`config.mk`:
```
export PLATFORM = sky130hd
export DESIGN_NAME = signal_gen_top
export DESIGN_NICKNAME = d
export VERILOG_FILES = /design/src/logic/daq_tx_pkg.sv /design/src/logic/tx_config_regs.sv /design/src/logic/phase_accumulator.sv /design/src/logic/waveform_shaper.sv /design/src/logic/source_mux.sv /design/src/logic/dac_prescaler.sv /design/src/logic/signal_gen_top.sv
export SDC_FILE = /design/constraint.sdc
export NUM_CORES = 2
export LEC_CHECK = 0
export BUFFER_PORTS_ARGS = -buffer_cell sky130_fd_sc_hd__clkbuf_2
export CORE_MARGIN = 2
export CORE_UTILIZATION = 26
export DETAILED_ROUTE_END_ITERATION = 16
export RECOVER_POWER = 100
export SLEW_MARGIN = 20
export SYNTH_ARGS = -nofsm -noshare
export SYNTH_HDL_FRONTEND = slang
export SYNTH_SLANG_ARGS = --single-unit
```
`constraint.sdc`:
```
create_clock -name dac_clk -period 7.77 [get_ports dac_clk]
set_input_delay 1.554 -clock dac_clk [delete_from_list [all_inputs] [get_ports dac_clk]]
set_output_delay 1.554 -clock dac_clk [all_outputs]
set_load 0.005 [all_outputs]
```
`src/logic/daq_tx_pkg.sv`:
```
/*
 * Transmit-side shared definitions
 * Widths, channel count, source codes and the beat and config types
 * used throughout the two-channel signal generator
 */

`default_nettype none

package daq_tx_pkg;

  localparam int CHANNELS         = 2;
  localparam int SAMPLE_WIDTH     = 16;
  localparam int PHASE_BITS       = 32;
  localparam int SCALE_WIDTH      = 18;
  localparam int SCALE_INT_BITS   = 2;
  localparam int SCALE_FRAC_BITS  = SCALE_WIDTH - SCALE_INT_BITS;
  localparam int OFFSET_WIDTH     = 14;
  localparam int SOURCE_SEL_WIDTH = 3;
  localparam int CFG_VALUE_WIDTH  = 32;

  // Unity gain in the scale field
  localparam int SCALE_ONE = 1 << SCALE_FRAC_BITS;

  // Source codes, anything at or past 1 + 2*CHANNELS reads as zero
  localparam int SRC_ZERO     = 0;
  localparam int SRC_SAW_BASE = 1;
  localparam int SRC_TRI_BASE = 1 + CHANNELS;

  typedef logic signed [SAMPLE_WIDTH-1:0] sample_t;
  typedef logic [PHASE_BITS-1:0]          phase_t;

  typedef enum logic [1:0] {
    FIELD_PHASE_INC    = 2'd0,
    FIELD_SOURCE       = 2'd1,
    FIELD_SCALE_OFFSET = 2'd2,
    FIELD_ENABLE       = 2'd3
  } cfg_field_e;

  // Scale/offset value packs scale on top, offset in the low bits
  typedef struct packed {
    logic                       strobe;
    logic                       channel;
    cfg_field_e                 field;
    logic [CFG_VALUE_WIDTH-1:0] value;
  } cfg_write_t;

  typedef struct packed {
    logic                          enable;
    phase_t                        phase_inc;
    logic [SOURCE_SEL_WIDTH-1:0]   source;
    logic signed [SCALE_WIDTH-1:0] scale;
    logic signed [OFFSET_WIDTH-1:0] offset;
  } chan_cfg_t;

  typedef struct packed {
    logic    valid;
    logic    trigger;
    sample_t sample;
  } tx_beat_t;

endpackage

`default_nettype wire

```
`src/logic/tx_config_regs.sv`:
```
/*
 * Transmit configuration registers
 * Holds enable, phase increment, source and scale/offset per channel,
 * updated one field at a time by the configuration write strobe
 */

`timescale 1ns/1ns
`default_nettype none

module tx_config_regs
  import daq_tx_pkg::*;
(
  input  wire logic       dac_clk,
  input  wire logic       rst_n,
  input  wire cfg_write_t cfg,
  output chan_cfg_t       chan_cfg [CHANNELS]
);

  // Split of the scale/offset write word
  logic signed [SCALE_WIDTH-1:0]  wr_scale;
  logic signed [OFFSET_WIDTH-1:0] wr_offset;

  assign wr_scale  = cfg.value[CFG_VALUE_WIDTH-1 -: SCALE_WIDTH];
  assign wr_offset = cfg.value[OFFSET_WIDTH-1:0];

  always_ff @(posedge dac_clk) begin
    if (!rst_n) begin
      for (int ch = 0; ch < CHANNELS; ch++) begin
        chan_cfg[ch].enable    <= 1'b0;
        chan_cfg[ch].phase_inc <= '0;
        // Each channel starts on its own sawtooth
        chan_cfg[ch].source    <= SOURCE_SEL_WIDTH'(SRC_SAW_BASE + ch);
        chan_cfg[ch].scale     <= SCALE_WIDTH'(SCALE_ONE);
        chan_cfg[ch].offset    <= '0;
      end
    end else if (cfg.strobe) begin
      for (int ch = 0; ch < CHANNELS; ch++) begin
        if (cfg.channel == 1'(ch)) begin
          unique case (cfg.field)
            FIELD_PHASE_INC: chan_cfg[ch].phase_inc <= cfg.value[PHASE_BITS-1:0];
            FIELD_SOURCE:    chan_cfg[ch].source    <= cfg.value[SOURCE_SEL_WIDTH-1:0];
            FIELD_SCALE_OFFSET: begin
              chan_cfg[ch].scale  <= wr_scale;
              chan_cfg[ch].offset <= wr_offset;
            end
            FIELD_ENABLE:    chan_cfg[ch].enable    <= cfg.value[0];
            default: ;
          endcase
        end
      end
    end
  end

endmodule

`default_nettype wire

```
`src/logic/phase_accumulator.sv`:
```
/*
 * Phase accumulator
 * One phase word per channel, stepped by its increment while enabled,
 * with a trigger on the beat where the phase wraps
 */

`timescale 1ns/1ns
`default_nettype none

module phase_accumulator
  import daq_tx_pkg::*;
(
  input  wire logic      dac_clk,
  input  wire logic      rst_n,
  input  wire chan_cfg_t chan_cfg [CHANNELS],
  output phase_t         phase    [CHANNELS],
  output tx_beat_t       beat     [CHANNELS]
);

  phase_t next_phase [CHANNELS];

  // First enabled beat stays at 0, later beats add the increment
  always_comb begin
    for (int ch = 0; ch < CHANNELS; ch++) begin
      next_phase[ch] = phase[ch] + (beat[ch].valid ? chan_cfg[ch].phase_inc : '0);
    end
  end

  always_ff @(posedge dac_clk) begin
    for (int ch = 0; ch < CHANNELS; ch++) begin
      beat[ch].sample <= '0;
      if (!rst_n || !chan_cfg[ch].enable) begin
        phase[ch]        <= '0;
        beat[ch].valid   <= 1'b0;
        beat[ch].trigger <= 1'b0;
      end else begin
        phase[ch]        <= next_phase[ch];
        beat[ch].valid   <= 1'b1;
        // Wrapped if the sum came out below the old phase
        beat[ch].trigger <= (next_phase[ch] < phase[ch]);
      end
    end
  end

endmodule

`default_nettype wire

```
`src/logic/waveform_shaper.sv`:
```
/*
 * Waveform shaper
 * Sawtooth and triangle samples from each channel's phase, one cycle
 */

`timescale 1ns/1ns
`default_nettype none

module waveform_shaper
  import daq_tx_pkg::*;
(
  input  wire logic     dac_clk,
  input  wire logic     rst_n,
  input  wire phase_t   phase    [CHANNELS],
  input  wire tx_beat_t beat_in  [CHANNELS],
  output sample_t       saw      [CHANNELS],
  output sample_t       tri_wave [CHANNELS],
  output tx_beat_t      beat     [CHANNELS]
);

  localparam int TOP = PHASE_BITS - 1;

  sample_t saw_next [CHANNELS];
  logic [SAMPLE_WIDTH-1:0] fold [CHANNELS];

  always_comb begin
    for (int ch = 0; ch < CHANNELS; ch++) begin
      saw_next[ch] = phase[ch][TOP -: SAMPLE_WIDTH];
      // Second half of the period runs back down
      fold[ch] = phase[ch][TOP-1 -: SAMPLE_WIDTH];
      if (phase[ch][TOP]) begin
        fold[ch] = ~fold[ch];
      end
    end
  end

  always_ff @(posedge dac_clk) begin
    for (int ch = 0; ch < CHANNELS; ch++) begin
      saw[ch]         <= saw_next[ch];
      tri_wave[ch]    <= {~fold[ch][SAMPLE_WIDTH-1], fold[ch][SAMPLE_WIDTH-2:0]};
      beat[ch].sample <= saw_next[ch];
      if (!rst_n) begin
        beat[ch].valid   <= 1'b0;
        beat[ch].trigger <= 1'b0;
      end else begin
        beat[ch].valid   <= beat_in[ch].valid;
        beat[ch].trigger <= beat_in[ch].trigger;
      end
    end
  end

endmodule

`default_nettype wire

```
`src/logic/source_mux.sv`:
```
/*
 * Transmit source mux
 * Picks zero or any channel's sawtooth or triangle for each output
 * channel, registered together with the channel's own valid and trigger
 */

`timescale 1ns/1ns
`default_nettype none

module source_mux
  import daq_tx_pkg::*;
(
  input  wire logic      dac_clk,
  input  wire logic      rst_n,
  input  wire chan_cfg_t chan_cfg [CHANNELS],
  input  wire sample_t   saw      [CHANNELS],
  input  wire sample_t   tri_wave [CHANNELS],
  input  wire tx_beat_t  beat_in  [CHANNELS],
  output tx_beat_t       beat     [CHANNELS]
);

  sample_t pick [CHANNELS];

  //////////////////////////////////////////////////
  // Source decode
  //////////////////////////////////////////////////
  always_comb begin
    for (int ch = 0; ch < CHANNELS; ch++) begin
      // SRC_ZERO and codes past the triangles fall through to zero
      pick[ch] = '0;
      for (int k = 0; k < CHANNELS; k++) begin
        if (chan_cfg[ch].source == SOURCE_SEL_WIDTH'(SRC_SAW_BASE + k)) begin
          pick[ch] = saw[k];
        end
        if (chan_cfg[ch].source == SOURCE_SEL_WIDTH'(SRC_TRI_BASE + k)) begin
          pick[ch] = tri_wave[k];
        end
      end
    end
  end

  always_ff @(posedge dac_clk) begin
    for (int ch = 0; ch < CHANNELS; ch++) begin
      beat[ch].sample <= pick[ch];
      if (!rst_n) begin
        beat[ch].valid   <= 1'b0;
        beat[ch].trigger <= 1'b0;
      end else begin
        beat[ch].valid   <= beat_in[ch].valid;
        beat[ch].trigger <= beat_in[ch].trigger;
      end
    end
  end

endmodule

`default_nettype wire

```
`src/logic/dac_prescaler.sv`:
```
/*
 * DAC prescaler
 * Signed fixed-point scale, then floor shift, offset and saturation,
 * two pipeline stages per channel
 */

`timescale 1ns/1ns
`default_nettype none

module dac_prescaler
  import daq_tx_pkg::*;
(
  input  wire logic      dac_clk,
  input  wire logic      rst_n,
  input  wire chan_cfg_t chan_cfg [CHANNELS],
  input  wire tx_beat_t  beat_in  [CHANNELS],
  output tx_beat_t       beat     [CHANNELS]
);

  localparam int PROD_WIDTH = SAMPLE_WIDTH + SCALE_WIDTH;
  // One spare bit so the offset add cannot overflow
  localparam int SUM_WIDTH  = PROD_WIDTH - SCALE_FRAC_BITS + 1;

  localparam logic signed [SUM_WIDTH-1:0] SAT_MAX =
    SUM_WIDTH'((1 << (SAMPLE_WIDTH - 1)) - 1);
  localparam logic signed [SUM_WIDTH-1:0] SAT_MIN = -SAT_MAX - 1;

  logic signed [PROD_WIDTH-1:0] product    [CHANNELS];
  logic                         s1_valid   [CHANNELS];
  logic                         s1_trigger [CHANNELS];
  logic signed [SUM_WIDTH-1:0]  shifted    [CHANNELS];
  logic signed [SUM_WIDTH-1:0]  sum        [CHANNELS];
  sample_t                      clipped    [CHANNELS];

  //////////////////////////////////////////////////
  // Stage 1: multiply
  //////////////////////////////////////////////////
  always_ff @(posedge dac_clk) begin
    for (int ch = 0; ch < CHANNELS; ch++) begin
      product[ch] <= $signed(beat_in[ch].sample) * chan_cfg[ch].scale;
      if (!rst_n) begin
        s1_valid[ch]   <= 1'b0;
        s1_trigger[ch] <= 1'b0;
      end else begin
        s1_valid[ch]   <= beat_in[ch].valid;
        s1_trigger[ch] <= beat_in[ch].trigger;
      end
    end
  end

  //////////////////////////////////////////////////
  // Stage 2: shift, offset, clamp
  //////////////////////////////////////////////////
  always_comb begin
    for (int ch = 0; ch < CHANNELS; ch++) begin
      // Arithmetic shift rounds toward minus infinity
      shifted[ch] = SUM_WIDTH'(product[ch] >>> SCALE_FRAC_BITS);
      sum[ch]     = shifted[ch] + SUM_WIDTH'(chan_cfg[ch].offset);
      if (sum[ch] > SAT_MAX) begin
        clipped[ch] = SAMPLE_WIDTH'(SAT_MAX);
      end else if (sum[ch] < SAT_MIN) begin
        clipped[ch] = SAMPLE_WIDTH'(SAT_MIN);
      end else begin
        clipped[ch] = SAMPLE_WIDTH'(sum[ch]);
      end
    end
  end

  always_ff @(posedge dac_clk) begin
    for (int ch = 0; ch < CHANNELS; ch++) begin
      beat[ch].sample <= clipped[ch];
      if (!rst_n) begin
        beat[ch].valid   <= 1'b0;
        beat[ch].trigger <= 1'b0;
      end else begin
        beat[ch].valid   <= s1_valid[ch];
        beat[ch].trigger <= s1_trigger[ch];
      end
    end
  end

endmodule

`default_nettype wire

```
`src/logic/signal_gen_top.sv`:
```
/*
 * Two-channel signal generator top
 * Config registers beside a phase, shape, mux and prescale pipeline,
 * four cycles from phase to DAC output
 */

`timescale 1ns/1ns
`default_nettype none

module signal_gen_top
  import daq_tx_pkg::*;
(
  input  wire logic       dac_clk,
  input  wire logic       rst_n,
  input  wire cfg_write_t cfg,
  output tx_beat_t        dac_out [CHANNELS]
);

  chan_cfg_t chan_cfg   [CHANNELS];
  phase_t    phase      [CHANNELS];
  tx_beat_t  acc_beat   [CHANNELS];
  sample_t   saw        [CHANNELS];
  sample_t   tri_wave   [CHANNELS];
  tx_beat_t  shape_beat [CHANNELS];
  tx_beat_t  mux_beat   [CHANNELS];

  //////////////////////////////////////////////////
  // Settings
  //////////////////////////////////////////////////
  tx_config_regs tx_config_regs_i (
    .dac_clk,
    .rst_n,
    .cfg,
    .chan_cfg
  );

  //////////////////////////////////////////////////
  // Datapath
  //////////////////////////////////////////////////
  phase_accumulator phase_accumulator_i (
    .dac_clk,
    .rst_n,
    .chan_cfg,
    .phase,
    .beat     (acc_beat)
  );

  waveform_shaper waveform_shaper_i (
    .dac_clk,
    .rst_n,
    .phase,
    .beat_in  (acc_beat),
    .saw,
    .tri_wave,
    .beat     (shape_beat)
  );

  // Cross-channel selection happens here
  source_mux source_mux_i (
    .dac_clk,
    .rst_n,
    .chan_cfg,
    .saw,
    .tri_wave,
    .beat_in  (shape_beat),
    .beat     (mux_beat)
  );

  dac_prescaler dac_prescaler_i (
    .dac_clk,
    .rst_n,
    .chan_cfg,
    .beat_in  (mux_beat),
    .beat     (dac_out)
  );

endmodule

`default_nettype wire

```
Yosys cells after proc, flatten, opt, wreduce, memory -nomap -nowiden
Memories as Yosys holds them, arrays and structs flattened. A register that Yosys moved wholly into a read port is not among the register bits.
Cells that the tools add are included.
{"block": "word_totals", "out_inout_bits": 36, "ram_bits": 72, "regBits": 340, "elab_cells": 107, "n_memories": 3, "in_bits": 38}
{"block": "op_classes", "n_mux": 22, "mul": 2, "n_reduce_logical": 18, "magnitude_cmp": 6, "n_eq_ne": 11, "bitwise": 9, "add_sub_neg": 4}
{"name": "dac_prescaler_i.product", "words": 2, "word_bits": 34, "rd": 2, "rd_clocked_by_memory_dff": 0, "write_ports": 2, "line": "dac_prescaler.sv:28", "text": "logic signed [PROD_WIDTH-1:0] product [CHANNELS];"}
{"name": "dac_prescaler_i.s1_trigger", "words": 2, "word_bits": 1, "rd": 2, "rd_clocked_by_memory_dff": 2, "write_ports": 2, "line": "dac_prescaler.sv:30", "text": "logic s1_trigger [CHANNELS];"}
{"name": "dac_prescaler_i.s1_valid", "words": 2, "word_bits": 1, "rd": 2, "rd_clocked_by_memory_dff": 2, "write_ports": 2, "line": "dac_prescaler.sv:29", "text": "logic s1_valid [CHANNELS];"}
{"op": "$mux 16", "count": 12}
{"op": "$mul 16x18->34", "count": 2}
{"op": "$add 32x32->32", "count": 2}
{"op": "$lt 32x32->1", "count": 2}
{"op": "$mux 32", "count": 2}
{"op": "$add 18x14->19", "count": 2}
{"op": "$gt 19x16->1 const B", "count": 2}
{"op": "$lt 19x16->1 const B", "count": 2}
{"op": "$not 16->16", "count": 2}
{"op": "$reduce_and 3->1", "count": 8}
{"op": "$eq 3x2->1 const B", "count": 4}
{"op": "$logic_not 1->1", "count": 7}
{"op": "$eq 3x1->1 const B", "count": 2}
{"op": "$eq 3x3->1 const B", "count": 2}
{"op": "$mux 1", "count": 6}
{"op": "$eq 2x2->1 const B", "count": 2}
{"op": "$mux 2", "count": 2}
{"op": "$or 1x1->1", "count": 4}
{"op": "$not 1->1", "count": 3}
{"op": "$eq 2x1->1 const B", "count": 1}
{"op": "$logic_not 2->1", "count": 1}
{"op": "$logic_or 1x1->1", "count": 2}

Logic depth before layout (Yosys ltp)
{"block": "logic_depth", "ltp_word": 5, "ltp_mapped": 25, "mapped_depth_nobuf": 23}

Cells and area by module
From an unflattened synthesis, not the netlist that was laid out.
{"block": "hier_totals", "hier_cells": 4414, "area_unflattened_um2": 40885.5}
{"mod": "dac_prescaler", "n_inst": 1, "cells_per_inst": 2581, "area_each_um2": 23945.5, "seq_area_each_um2": 1521.5}
{"mod": "phase_accumulator", "n_inst": 1, "cells_per_inst": 1011, "area_each_um2": 7781.2, "seq_area_each_um2": 1361.3}
{"mod": "tx_config_regs", "n_inst": 1, "cells_per_inst": 486, "area_each_um2": 5052.3, "seq_area_each_um2": 2722.6}
{"mod": "source_mux", "n_inst": 1, "cells_per_inst": 196, "area_each_um2": 2137.0, "seq_area_each_um2": 720.7}
{"mod": "waveform_shaper", "n_inst": 1, "cells_per_inst": 140, "area_each_um2": 1969.4, "seq_area_each_um2": 1361.3}

Worst setup path after synthesis
No wires, ideal clock.
{"block": "synth_path", "path_type": "reg2reg", "startpoint": "reg source_mux_i.beat[7] (netlist bit)", "endpoint": "mem dac_prescaler_i.product[0][66] (netlist bit)", "synth_period_minus_slack_ps": 6282, "path_slack_ps": 1488, "t_arrival_ps": 6163, "n_path_buf": 2, "setup_time_ps": 119, "t_required_ps": 7651, "stages_incl_launch_ff": 24, "cell_sequence": "dfxtp_1 clkbuf_1 clkbuf_1 nand2_1 fa_1 inv_1 fa_1 fa_1 fa_1 fa_1 inv_1 fa_1 inv_1 ha_1 o21a_1 o21a_1 a311oi_1 o21ai_1 o311ai_4 a21boi_2 a311oi_2 o21ai_1 a211oi_1 nor2_1"}
{"item": "start: declaration", "line": "source_mux.sv:19", "text": "output tx_beat_t beat [CHANNELS]"}
{"item": "end: declaration", "line": "dac_prescaler.sv:28"}

==> results.json <==
{
  "arrival_ns": 7.60,
  "cpLargestDelayFamily": "adder cells",
  "synth-seq-cells": 384,
  "synth_nets": 5199,
  "finClkSkew_ns": 0.05691,
  "cts_buffers": 44,
  "maxCapViolCount": 3,
  "antenna_found_initial": 6,
  "end_kind": "flip-flop",
  "ff_latch_area_um2": 7687,
  "die_height_um": 392.1,
  "track_usage_pct": 13.46,
  "place.gp.congestion": 0.8963,
  "grt_max_degree": 96,
  "async_flop_share_pct": 0,
  "powerDensity_nw_per_um2": 102.9,
  "violations": "max-capacitance violations, max-slew violations",
  "setup.worst_path.start_class": "flip-flop",
  "clockRootBuffer": "clkbuf_16",
  "crit_type": "flip-flop to flip-flop",
  "p_leak_nw": 20.81,
  "postSynthAreaPerCell_um2": 9.205,
  "synth_flop_cell": "dfxtp_1",
  "cp_slowest_stage_delay_ns": 0.81,
  "synth_edf_count": 0,
  "first_global_vias": 28980,
  "path_depth": 23,
  "dr_total_vias": 27860,
  "synthCells": 4255,
  "wl_um": 101500,
  "layout_min_cycle_time_ns": 7.117,
  "crit_required_ns": 8.26,
  "worstHoldStart": "phase_accumulator_i.phase[25]",
  "nets": 5187,
  "first_pass_iters": 6,
  "cts_setup_buffers": 0,
  "drive_above_1_share_pct": 4.607,
  "wl_per_cell_um": 16.12,
  "crit_fanout": 17,
  "initial_core_util_pct": 26.15,
  "h-tree-depth": 2,
  "grt_pass1_wl_um": 162500,
  "setup.worst_path.start": "tx_config_regs_i.chan_cfg[89]",
  "rsz0062_at_grt": "false",
  "chipWidth_um": 392.1,
  "yosys_warnings": 0,
  "fmax_ghz": 0.1405,
  "core_area_um2": 149800,
  "ys_types": 83,
  "cts-resized-gates": 0,
  "path_common_cell": "fa_1",
  "min_path_cells": 0,
  "hpwlAfterDp_um": 79420,
  "drtIter0Drc": 1728,
  "finalNonFillerCells": 6295,
  "grt-ovfl-total": 0,
  "die_area_um2": 153800,
  "cts_buffer_depth": 3,
  "ant_nets": 0,
  "timing.final.hold_violations": 0,
  "synth_area_um2": 39170,
  "portBuffers": 73,
  "reg2reg_from": "tx_config_regs_i.chan_cfg[89]",
  "setup_viol": 0,
  "slew_violations": 177,
  "maxSlewHeadroom_pct": -158.1,
  "reg2regPathDepth": 23,
  "cpMaxStageDelayCell": "dfxtp_1",
  "io_pins": 74,
  "fin_tns_setup_ns": 0,
  "holdCritPathClass": "flip-flop to flip-flop",
  "multi_input_area_um2": 28130,
  "outcome": "finished, violations left",
  "clk_latency_ns": 0.63,
  "rows": 142,
  "cts.sinks": 384,
  "ir_drop_mv": 0.1764,
  "worst_slew_pin_slew_ns": 3.872,
  "area_growth_pct": 9.883,
  "viasPerCell": 4.425,
  "cts_tree": "yes",
  "num-fill-cells": 15830,
  "remaining_drc_errors": 0,
  "critPathBufInv": 5,
  "clkTransAtPathRegs_ns": 0.07,
  "hold_buffers": 0,
  "post-place-cells": 6213,
  "period_share_pct": 91.59,
  "crit_chain": "nand2_1, fa_1, inv_1, fa_1, inv_1, fa_1, inv_1, fa_1, fa_1, inv_1, fa_1, inv_1, ha_1, nand4_1, a21oi_1, nor2_1, a31oi_1, a41o_1, a41oi_1, o21ai_0, o21a_1, nor2_1, xnor2_1",
  "ys_seq_area_share_pct": 19.63
}
metal layers:
layer  vias to the layer above  share of wire (%)  track usage, %
li1                      13290                  -               -
met1                     13710                 45           18.41
met2                       727                 44           21.25
met3                       132                7.6           2.847
met4                         4                2.8           3.951
met5                         -              0.033               0
path summary, 6_finish.rpt:
kind,endpoint,slack [ns]
max,dac_prescaler_i.product[0][33],0.65
min,waveform_shaper_i.saw[9],0.41
max reg2reg,dac_prescaler_i.product[0][33],0.65
min reg2reg,waveform_shaper_i.saw[9],0.41
cell families (layout without fill, tap and decap cells):
logic type,Yosys count,count (layout),share of synthesized area (%)
buf+inv,868,889,8.395
other cells,0,3,0
xor+xnor,167,167,3.734
simple gates,1286,1286,15.94
flops,384,384,19.63
compound gates,601,601,11.05
mux,43,43,1.166
fa+ha+maj,906,906,40.10
flip-flops by register name, summed over array words and instances (netlist names):
register / cells
tx_config_regs_i.chan_cfg: 136
phase_accumulator_i.phase: 64
dac_prescaler_i.beat: 36
dac_prescaler_i.product: 36
source_mux_i.beat: 36
waveform_shaper_i.saw: 32
waveform_shaper_i.tri_wave: 32
phase_accumulator_i.beat: 4
waveform_shaper_i.beat: 4
dac_prescaler_i.s1_trigger: 2
dac_prescaler_i.s1_valid: 2
cell usage after synthesis (10+ instances only):
cell type / instances / area [um^2]
a211oi_1: 18 / 135.1
a21boi_0: 127 / 953.4
a21o_1: 76 / 570.6
a21oi_1: 97 / 485.5
a22oi_1: 33 / 247.7
a31oi_1: 10 / 62.56
and2_1: 409 / 2559
and3_1: 11 / 68.82
clkbuf_1: 155 / 581.8
dfxtp_1: 384 / 7687
fa_1: 582 / 11650
ha_1: 324 / 4054
inv_1: 701 / 2631
mux2_2: 16 / 180.2
mux2i_1: 25 / 250.2
nand2_1: 611 / 2293
nand2b_1: 26 / 162.7
nand3_1: 30 / 150.1
nand4_1: 19 / 118.9
nor2_1: 100 / 375.4
nor2b_1: 37 / 231.5
nor3_1: 20 / 100.1
o21a_1: 28 / 210.2
o21ai_0: 67 / 335.3
o21ai_1: 19 / 95.09
o21bai_1: 19 / 142.6
o22ai_1: 18 / 112.6
o31ai_1: 19 / 142.6
xnor2_1: 95 / 832.1
xor2_1: 72 / 630.6
cells in the final DEF (no fill, tap or decap), drive strengths merged, types with 95 or more instances in the layout:
cell type,instances
a21boi,130
a21oi,101
and2,409
clkbuf,131
dfxtp,384
fa,582
ha,324
inv,704
nand2,611
nor2,101
xnor2,95
cell type report:
cell class | count | share of cell area [%]
Clock inverter | 22 | 0.6744
Tap cell | 2016 | 5.861
Sequential cell | 384 | 17.86
Inverter | 702 | 6.122
Multi-Input combinational cell | 3003 | 65.36
Antenna cell | 3 | 0.01744
Clock buffer | 57 | 2.741
Timing Repair Buffer | 108 | 1.361
metrics by stage:
step | util, % | power (mW) | area [um^2] | hold WS (ns) | worst slack (ns)
final | 28.74 | 4.427 | 43040 | 0.4130 | 0.6531
after global routing | 28.73 | 4.595 | 43030 | 0.4290 | 0.2028
after CTS | 28.82 | 4.490 | 43160 | 0.4153 | 0.6479
after detailed placement | 27.83 | 2.357 | 41690 | 0.4084 | 0.6739
after global placement | 27.83 | 2.354 | 41690 | 0.4068 | 0.7797
after floorplan | - | 2.216 | 39170 | 0.3290 | 1.488
report_power, final:
part	total [mW]	internal (mW)	switching (mW)
sequential	2.05	2.01	0.0412
combinational	0.256	0.0878	0.168
clock	2.12	1.20	0.921
total	4.43	3.30	1.13
Note: power is estimated with default switching activity, not from simulation.
